`src/include/ubm_defines.svh`:
```
//**************************************************************************
// shared constants of the serial bus bridge
// oversampling, read wait, command codes, answer bytes, reset length
//**************************************************************************
`ifndef UBM_DEFINES_SVH
`define UBM_DEFINES_SVH

`define UBM_OVERSAMPLE 4   // clk cycles per serial bit
`define UBM_RD_WAIT    2   // bus_rd rise to data sample

// answer "OK\r"
`define UBM_ACK0 8'h4F
`define UBM_ACK1 8'h4B
`define UBM_ACK2 8'h0D

`define UBM_CMD_LEN 8'h6C  // 'l'
`define UBM_CMD_ADD 8'h61  // 'a'
`define UBM_CMD_RD  8'h72  // 'r'
`define UBM_CMD_WR  8'h77  // 'w'

`define UBM_LEN_RST 1
`endif

```
`src/logic/ubm_pkg.sv`:
```
//**************************************************************************
// bridge types: byte, address and length vectors
// controller state enum, bus request and address generator command
//**************************************************************************
package ubm_pkg;

  typedef logic [7:0]  byte_t;
  typedef logic [31:0] addr_t;
  typedef logic [15:0] len_t;

  typedef enum logic [2:0] {
    IDLE,
    SET_LEN,
    SET_ADD,
    WRITE,
    READ,
    READ_WAIT,
    ACK
  } ubm_state_e;

  // one bus cycle, registered in the controller
  typedef struct packed {
    logic  wr;
    logic  rd;
    addr_t add;
    byte_t wdata;
  } ubm_bus_req_t;

  typedef struct packed {
    logic       load_len;
    logic       load_add;
    logic [1:0] idx;    // byte lane of the loaded register
    byte_t      val;
    logic       clear;  // offset back to zero
    logic       step;   // offset plus one
  } ubm_agen_op_t;

endpackage

```
`src/logic/ubm_uart_rx.sv`:
```
//**************************************************************************
// oversampled serial receiver, 8 data bits, lsb first
// start bit recheck at mid-bit, framing error drops the byte
//**************************************************************************
`include "ubm_defines.svh"

module ubm_uart_rx (
  input  logic           clk,
  input  logic           UART_RST,
  input  logic           rx,
  output logic           rx_valid,
  output ubm_pkg::byte_t rx_byte
);

  localparam int unsigned PH_W = $clog2(`UBM_OVERSAMPLE);

  logic            rx_s1;
  logic            rx_s2;
  logic            rx_s3;     // previous rx_s2, for edge detect
  logic            fall;
  logic            busy;
  logic [PH_W-1:0] phase;     // counts down to the next sample point
  logic [3:0]      bit_idx;   // 0 start, 1..8 data, 9 stop
  logic            sample;

  assign fall   = rx_s3 & ~rx_s2;
  assign sample = busy && (phase == '0);

  always_ff @(posedge clk or posedge UART_RST) begin
    if (UART_RST) begin
      rx_s1 <= 1'b1;
      rx_s2 <= 1'b1;
      rx_s3 <= 1'b1;
    end else begin
      rx_s1 <= rx;
      rx_s2 <= rx_s1;
      rx_s3 <= rx_s2;
    end
  end

  always_ff @(posedge clk or posedge UART_RST) begin
    if (UART_RST) begin
      busy     <= 1'b0;
      phase    <= '0;
      bit_idx  <= '0;
      rx_valid <= 1'b0;
    end else begin
      rx_valid <= 1'b0;
      if (!busy) begin
        if (fall) begin
          busy    <= 1'b1;
          phase   <= PH_W'(`UBM_OVERSAMPLE / 2 - 1);  // first sample mid start bit
          bit_idx <= '0;
        end
      end else if (!sample) begin
        phase <= phase - 1'b1;
      end else begin
        phase   <= PH_W'(`UBM_OVERSAMPLE - 1);
        bit_idx <= bit_idx + 1'b1;
        if (bit_idx == 4'd0 && rx_s2) begin
          busy <= 1'b0;        // glitch, line back high
        end else if (bit_idx == 4'd9) begin
          busy     <= 1'b0;
          rx_valid <= rx_s2;   // low stop bit, no strobe
        end
      end
    end
  end

  always_ff @(posedge clk) begin
    if (sample && bit_idx >= 4'd1 && bit_idx <= 4'd8) begin
      rx_byte <= {rx_s2, rx_byte[7:1]};
    end
  end

  a_rx_valid_pulse: assert property (@(posedge clk) disable iff (UART_RST)
    rx_valid |=> !rx_valid);

endmodule

```
`config.mk`:
```
export PLATFORM = sky130hd
export DESIGN_NAME = ubm_uart_rx
export DESIGN_NICKNAME = d
export VERILOG_FILES = /design/src/logic/ubm_pkg.sv /design/src/logic/ubm_uart_rx.sv
export VERILOG_INCLUDE_DIRS = /design/src /design/src/include
export SDC_FILE = /design/constraint.sdc
export NUM_CORES = 1
export LEC_CHECK = 0
export ABC_AREA = 1
export BUFFER_PORTS_ARGS = -buffer_cell sky130_fd_sc_hd__buf_2
export CAP_MARGIN = 20
export CORE_MARGIN = 2
export CORE_UTILIZATION = 40
export DETAILED_ROUTE_END_ITERATION = 16
export GPL_ROUTABILITY_DRIVEN = 1
export SLEW_MARGIN = 15
export SYNTH_ARGS = -nofsm -noshare
export SYNTH_HDL_FRONTEND = slang
export SYNTH_SLANG_ARGS = --single-unit
```
`constraint.sdc`:
```
create_clock -name clk -period 4.5 [get_ports clk]
set_clock_uncertainty 0.1 [all_clocks]
set_input_delay 0.9 -clock clk [delete_from_list [all_inputs] [get_ports clk]]
set_output_delay 0.9 -clock clk [all_outputs]
set_load 0.02 [all_outputs]
```
==> impl_metrics.ini, run 1 <==
[setup_path]
cp.buffers_inverters = 1
cp_slowest_cell = sky130_fd_sc_hd__edfxtp_1
max_stage_delay_ns = 0.41
rr_worst_depth = 6
critPathLaunchType = register
worst-endpoint-required_ns = 3.50
critical_path_depth = 1
worst_path_dominant_cell_family = flip-flops
cp_max_fo = 2
criticalPathCategory = register to primary output
critical_path.endpoint_type = primary output
crit_chain = buf_2
crit_arrival_ns = 0.88

[route]
wl_um = 1160
first_iter_violations = 4
drt_pre_antenna_iters = 3
route.detailed.vias_per_inst = 4.63
post_drt_wl_per_cell_um = 11.0
vias = 486
final_antenna_net_count = 0
drc = 0

[layout]
design.final.nets = 88
flow.area_growth_from_synthesis_pct = 14.9
antenna_cells = 0
post_route_cells_drive_above_1_share_pct = 27.5

[clocking]
cts-htree-levels = 1
clock_insertion_delay_worst_skew_ns = 0.30
clock_tree_root_driver_cell = sky130_fd_sc_hd__clkbuf_4
tritoncts_num_sinks = 19
cts_setup_buffers = 0
post_cts_resize_count = 0
ctsLongestPathBuffers = 2
postCtsHoldBufs = 0
cts-buffers-inserted = 3
tritoncts = done
clock_transition_at_the_registers_of_the_reported_paths_ns = 0.10

[min_path]
hp-class = register to register
hold-path-cell-count = 0

[place]
finalWeightedCongestion = 0.782
quantity_of_i_o_buffers_inserted_on_ports = 11
hpwl_um = 845

[pwr]
netsw_mw = 0.215
power.switching_fraction_pct = 38.0
irDropWorstVdd_mv = 0.249
cellLeakagePower_nw = 0.412
intPower_mw = 0.351
comb_power_share_pct = 34.6
power_frac_clock_pct = 15.1
p_per_area_nw_per_um2 = 643
pwr-share-seq_pct = 50.3

[sta]
relSlewSlack_pct = 58.6
fin_tns_setup_ns = 0
worst_pin_slew_ns = 0.619
max_clock_freq_mhz = 531
period_needed_ns = 1.88
fin_crit_sh_pct = 41.8
hold_ws_ns = 0.261
final_setup_vio_count = 0
drv_slew = 0
final_report_hold_violation_count = 0
rsz0062_at_grt = no

[die]
die_height_um = 47.8
fp-row-count = 15
top_level_ports = 12
floorplan.die_area_um2 = 2280
placeableCoreArea_um2 = 1760
die_w_um = 47.8
floorplan.initialDensity_pct = 43.4

[global_routing]
largest_net_degree_at_the_start_of_global_routing = 12
grt_remaining_overflow = 0
first_global_vias = 392
grt_pass1_wl_um = 1810
track_usage_pct = 12.6
number_of_antenna_violations_at_the_first_check_in_global_routing = 0

[job]
timing.max_cap.violations = 0

[synthesis]
avgSynthCellArea_um2 = 11.8
synth.yosys.seq_area_share_pct = 67.8
netlist_instances = 65
ys_seq_elements = 19
synth.lib_cells_used.distinct = 17
synth.net_count = 72
yosys_warnings = 0
synth.cell_area_um2 = 766

[outcome]
run_status = finished clean
## power groups by stage
stage / combinational, mW / sequential, mW / clock (mW)
CTS: 0.199 / 0.286 / 0.0881
floorplan: 0.111 / 0.319 / 0
global route: 0.226 / 0.292 / 0.0977
detailed placement: 0.196 / 0.289 / 0
global placement: 0.194 / 0.287 / 0
finish: 0.196 / 0.285 / 0.0853
## layer usage
layer / wire length [um] / global-route usage [%] / vias up / share of wire (%)
li1: - / - / 246 / -
met5: 0 / 0 / - / 0
met4: 29 / 9.73 / 0 / 2.5
met3: 52 / 4.53 / 4 / 4.5
met2: 534 / 18.1 / 10 / 46
met1: 541 / 15.4 / 226 / 47
## cell usage after synthesis
cell type,instances,area [um^2]
sky130_fd_sc_hd__nand2_1,8,30.0
sky130_fd_sc_hd__nand3_2,1,10.0
sky130_fd_sc_hd__edfxtp_1,8,240
sky130_fd_sc_hd__a21o_1,1,7.51
sky130_fd_sc_hd__a21oi_1,4,20.0
sky130_fd_sc_hd__dfrtp_1,8,200
sky130_fd_sc_hd__dfstp_2,3,78.8
sky130_fd_sc_hd__o21bai_2,1,11.3
sky130_fd_sc_hd__nand3_1,3,15.0
sky130_fd_sc_hd__inv_2,1,3.75
sky130_fd_sc_hd__nand2_2,1,6.26
sky130_fd_sc_hd__nor2_1,4,15.0
sky130_fd_sc_hd__inv_1,10,37.5
sky130_fd_sc_hd__o21ai_0,3,15.0
sky130_fd_sc_hd__ha_1,4,50.1
sky130_fd_sc_hd__o21ai_1,2,10.0
sky130_fd_sc_hd__nor3_1,3,15.0
## state kept, by name (all words and copies together), names as in the netlist
name      flops
bit_idx       4
busy          1
phase         2
rx_byte       8
rx_s1         1
rx_s2         1
rx_s3         1
rx_valid      1
## worst register-to-register path: cells and delay by family, from the launching register on
family / cells / cell delay (ns)
simple gates: 2 / 0.59
flops: 1 / 0.40
buf+inv: 2 / 0.19
fa+ha+maj: 1 / 0.15
compound gates: 1 / 0.08
## layout by cell type, fill, tap and decap left out
cell,count
sky130_fd_sc_hd__nand2_2,1
sky130_fd_sc_hd__dfstp_2,3
sky130_fd_sc_hd__nor3_1,3
sky130_fd_sc_hd__a21oi_1,4
sky130_fd_sc_hd__edfxtp_1,8
sky130_fd_sc_hd__o21bai_2,1
sky130_fd_sc_hd__buf_2,11
sky130_fd_sc_hd__clkbuf_4,3
sky130_fd_sc_hd__dfrtp_1,8
sky130_fd_sc_hd__nand3_2,1
sky130_fd_sc_hd__clkinv_2,1
sky130_fd_sc_hd__o21ai_1,2
sky130_fd_sc_hd__nor2_1,4
sky130_fd_sc_hd__a21o_1,1
sky130_fd_sc_hd__inv_1,10
sky130_fd_sc_hd__inv_2,1
sky130_fd_sc_hd__nand3_1,3
sky130_fd_sc_hd__o21ai_0,3
sky130_fd_sc_hd__nand2_1,8
sky130_fd_sc_hd__ha_1,4
## kinds of logic after synthesis
group | synth area share (%)
and+or+nand+nor | 11.9
AOI/OAI and AO/OA | 8.33
buffers and inverters | 5.39
DFF | 67.8
adders and majority gates | 6.54
## through the flow
step / power (mW) / instances / instance area (um^2) / setup WS [ns] / util [%]
3_5_place_dp: 0.485 / 101 / 852 / 2.64 / 48.3
3_3_place_gp: 0.482 / 101 / 852 / 2.69 / 48.3
2_1_floorplan: 0.429 / 65 / 766 / 2.83 / -
6_report: 0.565 / 105 / 880 / 2.62 / 49.9
4_1_cts: 0.573 / 105 / 880 / 2.59 / 49.9
5_1_grt: 0.616 / 105 / 880 / 2.51 / 49.9
## area by class of cell
cell class	instances	area, um^2
tap	25	31.3
timing repair buffer	11	55.1
multi-input combinational	35	205
inverter	11	41.3
sequential	19	519
fill	186	885
clock buffer	3	22.5
clock inverter	1	5.00
## final timing paths
check / end / from / slack, ns
worst max-delay path: rx_byte[4] / rx_byte[4]$_DFFE_PP_ / 2.62
min in group asynchronous: bit_idx[2]$_DFFE_PP0P_ / UART_RST / 0.47
max in group asynchronous: rx_s2$_DFF_PP1_ / UART_RST / 3.51
worst max register to register: rx_byte[7]$_DFFE_PP_ / phase[0]$_DFFE_PP0P_ / 2.65
worst min-delay path: rx_s2$_DFF_PP1_ / rx_s1$_DFF_PP1_ / 0.26
worst min register to register: rx_s2$_DFF_PP1_ / rx_s1$_DFF_PP1_ / 0.26
(Power assumes the default switching activity.)
==> run 2, diff against run 1 <==
- clock period: 4.5 -> 1.9 ns (I/O delays scaled with it)
==> impl_metrics.ini, run 2 (same netlist as run 1, synthesis figures left out) <==
[outcome]
run_status = finished clean

[place]
quantity_of_i_o_buffers_inserted_on_ports = 11
postPlaceCellArea_um2 = 860
finalWeightedCongestion = 0.768
hpwl_um = 893

[clocking]
cts-htree-levels = 1
tritoncts = done
tritoncts_num_sinks = 19
cts-buffers-inserted = 3
clock_insertion_delay_worst_skew_ns = 0.30
post_cts_resize_count = 0
ctsLongestPathBuffers = 2
clock_transition_at_the_registers_of_the_reported_paths_ns = 0.11
postCtsHoldBufs = 1
cts_setup_buffers = 0
clock_tree_root_driver_cell = sky130_fd_sc_hd__clkbuf_4

[job]
timing.max_cap.violations = 0

[pwr]
irDropWorstVdd_mv = 0.583
p_per_area_nw_per_um2 = 1520
cellLeakagePower_nw = 0.421

[setup_path]
critPathLaunchType = register
worst-endpoint-required_ns = 1.82
criticalPathCategory = register to register
cp_max_fo = 8
crit_arrival_ns = 1.47
critical_path.endpoint_type = register

[global_routing]
track_usage_pct = 12.6
grt_remaining_overflow = 0
grt_pass1_wl_um = 1860
gr-usage-met1_pct = 16.1
largest_net_degree_at_the_start_of_global_routing = 12
use_met2_pct = 18.7
first_global_vias = 427
number_of_antenna_violations_at_the_first_check_in_global_routing = 0
gr_layer_usage_met3_pct = 3.40
gr_busiest_metal = met2

[route]
route.detailed.vias_per_inst = 4.63
vias = 495
first_iter_violations = 5
drc = 0
final_antenna_net_count = 0
wl_um = 1220
post_drt_wl_per_cell_um = 11.4
drt_pre_antenna_iters = 4

[sta]
fin_tns_setup_ns = 0
rsz0062_at_grt = no
drv_slew = 0
relSlewSlack_pct = 70.5
final_report_hold_violation_count = 0
period_needed_ns = 1.55
final_setup_vio_count = 0
hold_ws_ns = 0.0717
fin_crit_sh_pct = 81.5
worst_pin_slew_ns = 0.441
max_clock_freq_mhz = 645

[layout]
layout.cells.most_common = sky130_fd_sc_hd__buf_2
filler_cell_count = 187
final_design_area_no_fill_um2 = 897
post_route_cells_drive_above_1_share_pct = 28.0
antenna_cells = 0
regMostFlops = rx_byte
top_regs = rx_byte x8, bit_idx x4, phase x2
most_frequent_cells_in_the_layout = 11 x sky130_fd_sc_hd__buf_2, 10 x sky130_fd_sc_hd__inv_1, 8 x sky130_fd_sc_hd__nand2_1, 8 x sky130_fd_sc_hd__dfrtp_1, 8 x sky130_fd_sc_hd__edfxtp_1
flow.area_growth_from_synthesis_pct = 17.2
design.final.nets = 90
largest_register_ffs = 8

[die]
die_w_um = 47.8
die_height_um = 47.8
placeableCoreArea_um2 = 1760
top_level_ports = 12
fp-row-count = 15
floorplan.initialDensity_pct = 43.4
floorplan.die_area_um2 = 2280

[min_path]
hp-class = input port to register
## run 2: worst max-delay path, stage by stage (launching register included)
cell and delay [ns]:
sky130_fd_sc_hd__dfrtp_1 0.40, sky130_fd_sc_hd__inv_1 0.06, sky130_fd_sc_hd__ha_1 0.15, sky130_fd_sc_hd__nand2_2 0.11
sky130_fd_sc_hd__inv_1 0.13, sky130_fd_sc_hd__o21ai_1 0.07, sky130_fd_sc_hd__nor2_1 0.08, sky130_fd_sc_hd__buf_4 0.17
## run 2: final timing paths
path / startpoint / end / slack [ns] / cells past startpoint
worst max-delay path: phase[0]$_DFFE_PP0P_ / rx_byte[5]$_DFFE_PP_ / 0.35 / 7
worst min-delay path: rx / rx_s1$_DFF_PP1_ / 0.07 / 1
worst max register to register: phase[0]$_DFFE_PP0P_ / rx_byte[5]$_DFFE_PP_ / 0.35 / 7
worst min register to register: rx_s1$_DFF_PP1_ / rx_s2$_DFF_PP1_ / 0.26 / 0
max in group asynchronous: UART_RST / rx_s2$_DFF_PP1_ / 0.85 / 3
min in group asynchronous: UART_RST / bit_idx[2]$_DFFE_PP0P_ / 0.52 / 3
## run 2: cell type report
cell class                      count  area, um^2  area share, %
Inverter                           11        41.3           4.60
Clock inverter                      1        5.00          0.558
Multi-Input combinational cell     35         205           22.9
Timing Repair Buffer               13        72.6           8.09
Tap cell                           25        31.3           3.49
Clock buffer                        3        22.5           2.51
Sequential cell                    19         519           57.9
## run 2: through the flow
step	instances	util [%]	power [mW]	worst slack, ns
2_1_floorplan	65	-	1.02	0.232
3_3_place_gp	102	48.7	1.15	0.387
3_5_place_dp	102	48.7	1.17	0.353
4_1_cts	107	50.9	1.38	0.344
5_1_grt	107	50.9	1.47	0.252
6_report	107	50.9	1.37	0.351
## run 2: power breakdown
group | total (mW) | switching [mW] | leakage (nW) | internal (mW)
registers | 0.676 | 0.0790 | 0.203 | 0.597
logic | 0.487 | 0.316 | 0.200 | 0.171
clock network | 0.202 | 0.124 | 0.0177 | 0.0784
total | 1.37 | 0.519 | 0.421 | 0.847
## run 2: layer usage
| layer | share of wire (%) | wire [um] |
|---|---|---|
| met2 | 46 | 557 |
| met5 | 0 | 0 |
| met1 | 49 | 603 |
| met3 | 2.5 | 31 |
| met4 | 2.1 | 25 |
==> run 3, diff against run 2 <==
- clock period: 1.9 -> 1.2 ns (I/O delays scaled with it)
==> impl_metrics.ini, run 3 (same netlist as run 1, synthesis figures left out) <==
[outcome]
run_status = complete, but fails checks
violations = setup timing

[place]
pre_cts_slack_ns = -0.275
place.detailed.instances = 112
quantity_of_i_o_buffers_inserted_on_ports = 11
postPlaceCellArea_um2 = 956
hpwl_um = 1030
finalWeightedCongestion = 0.726

[clocking]
clock_tree_root_driver_cell = sky130_fd_sc_hd__clkbuf_4
tritoncts_num_sinks = 19
ctsLongestPathBuffers = 2
clock_transition_at_the_registers_of_the_reported_paths_ns = 0.11
cts-htree-levels = 1
cts-buffers-inserted = 3
tritoncts = done
clock_insertion_delay_worst_skew_ns = 0.31

[pwr]
power_frac_clock_pct = 11.3
design_power_total_mw = 2.93
intPower_mw = 1.83
comb_power_share_pct = 51.2
cellLeakagePower_nw = 0.530
netsw_mw = 1.10
pwr-share-seq_pct = 37.4
p_per_area_nw_per_um2 = 2480
power.switching_fraction_pct = 37.5
irDropWorstVdd_mv = 1.34

[job]
timing.max_cap.violations = 0

[setup_path]
cp_slowest_cell = sky130_fd_sc_hd__dfrtp_1
critical_path.endpoint_type = register
max_stage_delay_ns = 0.42
critPathLaunchType = register
r2r_end = rx_byte[2]$_DFFE_PP_
worst_path_dominant_cell_family = flip-flops
critical_path_depth = 6
cp.buffers_inverters = 2
worstSetupEndpoint = rx_byte[2]$_DFFE_PP_
rrSetupSlack_ns = -0.22
crit_arrival_ns = 1.32
worst-endpoint-required_ns = 1.10
crit_chain = inv_2, ha_4, nand2_4, inv_4, o21ai_2, nor2_4
worst_setup_path_startpoint = phase[1]$_DFFE_PP0P_
crit-reg2reg-launch = phase[1]$_DFFE_PP0P_
criticalPathCategory = register to register
rr_worst_depth = 6
cp_max_fo = 8

[sta]
fin_crit_sh_pct = 118
setup_ws_ns = -0.222
final_report_hold_violation_count = 0
max_clock_freq_mhz = 703
drv_slew = 0
worst_pin_slew_ns = 0.426
rsz0062_at_grt = yes
period_needed_ns = 1.42
final_setup_vio_count = 20
relSlewSlack_pct = 71.6

[route]
final_antenna_net_count = 0
wl_um = 1740
route.detailed.vias_per_inst = 4.76
post_drt_wl_per_cell_um = 13.7
drt_pre_antenna_iters = 4
first_iter_violations = 11
drc = 0
vias = 605

[die]
top_level_ports = 12
placeableCoreArea_um2 = 1760
die_height_um = 47.8
die_w_um = 47.8
floorplan.initialDensity_pct = 43.4
fp-row-count = 15
floorplan.die_area_um2 = 2280

[min_path]
hp-class = register to register

[global_routing]
track_usage_pct = 17.2
first_global_vias = 578
grt_remaining_overflow = 0
grt_pass1_wl_um = 2500
number_of_antenna_violations_at_the_first_check_in_global_routing = 0
largest_net_degree_at_the_start_of_global_routing = 12

[layout]
multiInputGateArea_um2 = 293
most_frequent_cells_in_the_layout = 20 x sky130_fd_sc_hd__buf_4, 8 x sky130_fd_sc_hd__dfrtp_1, 8 x sky130_fd_sc_hd__edfxtp_1
layout.cells.most_common = sky130_fd_sc_hd__buf_4
seqCellArea_um2 = 519
regMostFlops = rx_byte
antenna_cells = 0
flow.area_growth_from_synthesis_pct = 54.4
finalNonFillerCells = 127
final_design_area_no_fill_um2 = 1180
largest_register_ffs = 8
design.final.nets = 110
post_route_cells_drive_above_1_share_pct = 56.9
top_regs = rx_byte x8, bit_idx x4, phase x2
filler_cell_count = 152
==> run 3: changes by cell type in the layout (fill, tap and decap cells not counted), sizes merged <==
cell         previous run  this run
buf                    12        31
clkbuf                  3         4
clkinv                  1         0
dlygate4sd3             1         2
==> run 3: routing by layer <==
layer  vias up  GRT usage, %  routed length [um]
li1        286             -                   -
met1       296          18.1                 644
met2        17          31.5                 996
met3         6          4.53                  73
met4         0          8.11                  28
met5         -             0                   0
==> run 3: how the worst min path moves through the flow <==
stage / cells past startpoint / endpoint / slack [ns] / start
floorplan: 1 / bit_idx[0]$_DFFE_PP0P_ / -0.01 / UART_RST
global placement: 2 / rx_valid$_DFF_PP0_ / 0.16 / UART_RST
detailed placement: 2 / rx_valid$_DFF_PP0_ / 0.17 / UART_RST
CTS: 0 / rx_s2$_DFF_PP1_ / 0.27 / rx_s1$_DFF_PP1_
global route: 0 / rx_s2$_DFF_PP1_ / 0.27 / rx_s1$_DFF_PP1_
finish: 0 / rx_s2$_DFF_PP1_ / 0.27 / rx_s1$_DFF_PP1_
==> run 3: timing repair <==
item | CTS | global route
pin swaps | 3 | 2
hold endpoints to repair | 9 | 0
resized for setup | 13 | 18
setup endpoints to repair | 21 | 24
hold buffers | 2 | 0
buffers inserted | 6 | 4
==> run 3: per-stage QoR <==
stage / hold WS, ns / TNS, ns / utilization, %
CTS: 0.267 / -1.96 / 61.2
floorplan: -0.00971 / -1.69 / -
finish: 0.265 / -2.25 / 67.0
global route: 0.270 / -3.55 / 67.0
global placement: 0.160 / -1.76 / 54.2
detailed placement: 0.167 / -2.63 / 54.2
==> run 3: cell type report <==
type / count / area share [%]
flip-flops and latches: 19 / 43.9
multi-input cells: 35 / 24.8
repair buffers: 33 / 22.8
inverters: 11 / 3.70
well taps: 25 / 2.65
clock buffers: 4 / 2.22
==> run 3: worst reg2reg max path, cell delays in order, from the launching register on <==
cell	delay, ns
sky130_fd_sc_hd__dfrtp_1	0.42
sky130_fd_sc_hd__inv_2	0.07
sky130_fd_sc_hd__ha_4	0.13
sky130_fd_sc_hd__nand2_4	0.06
sky130_fd_sc_hd__inv_4	0.05
sky130_fd_sc_hd__o21ai_2	0.06
sky130_fd_sc_hd__nor2_4	0.23
==> run 3: power by group through the flow <==
stage	combinational, mW	sequential (mW)	clock [mW]
after floorplan	0.496	1.20	0
after global placement	1.01	1.06	0
after detailed placement	1.03	1.07	0
after CTS	1.22	1.06	0.330
after global routing	1.67	1.11	0.357
final	1.50	1.10	0.332
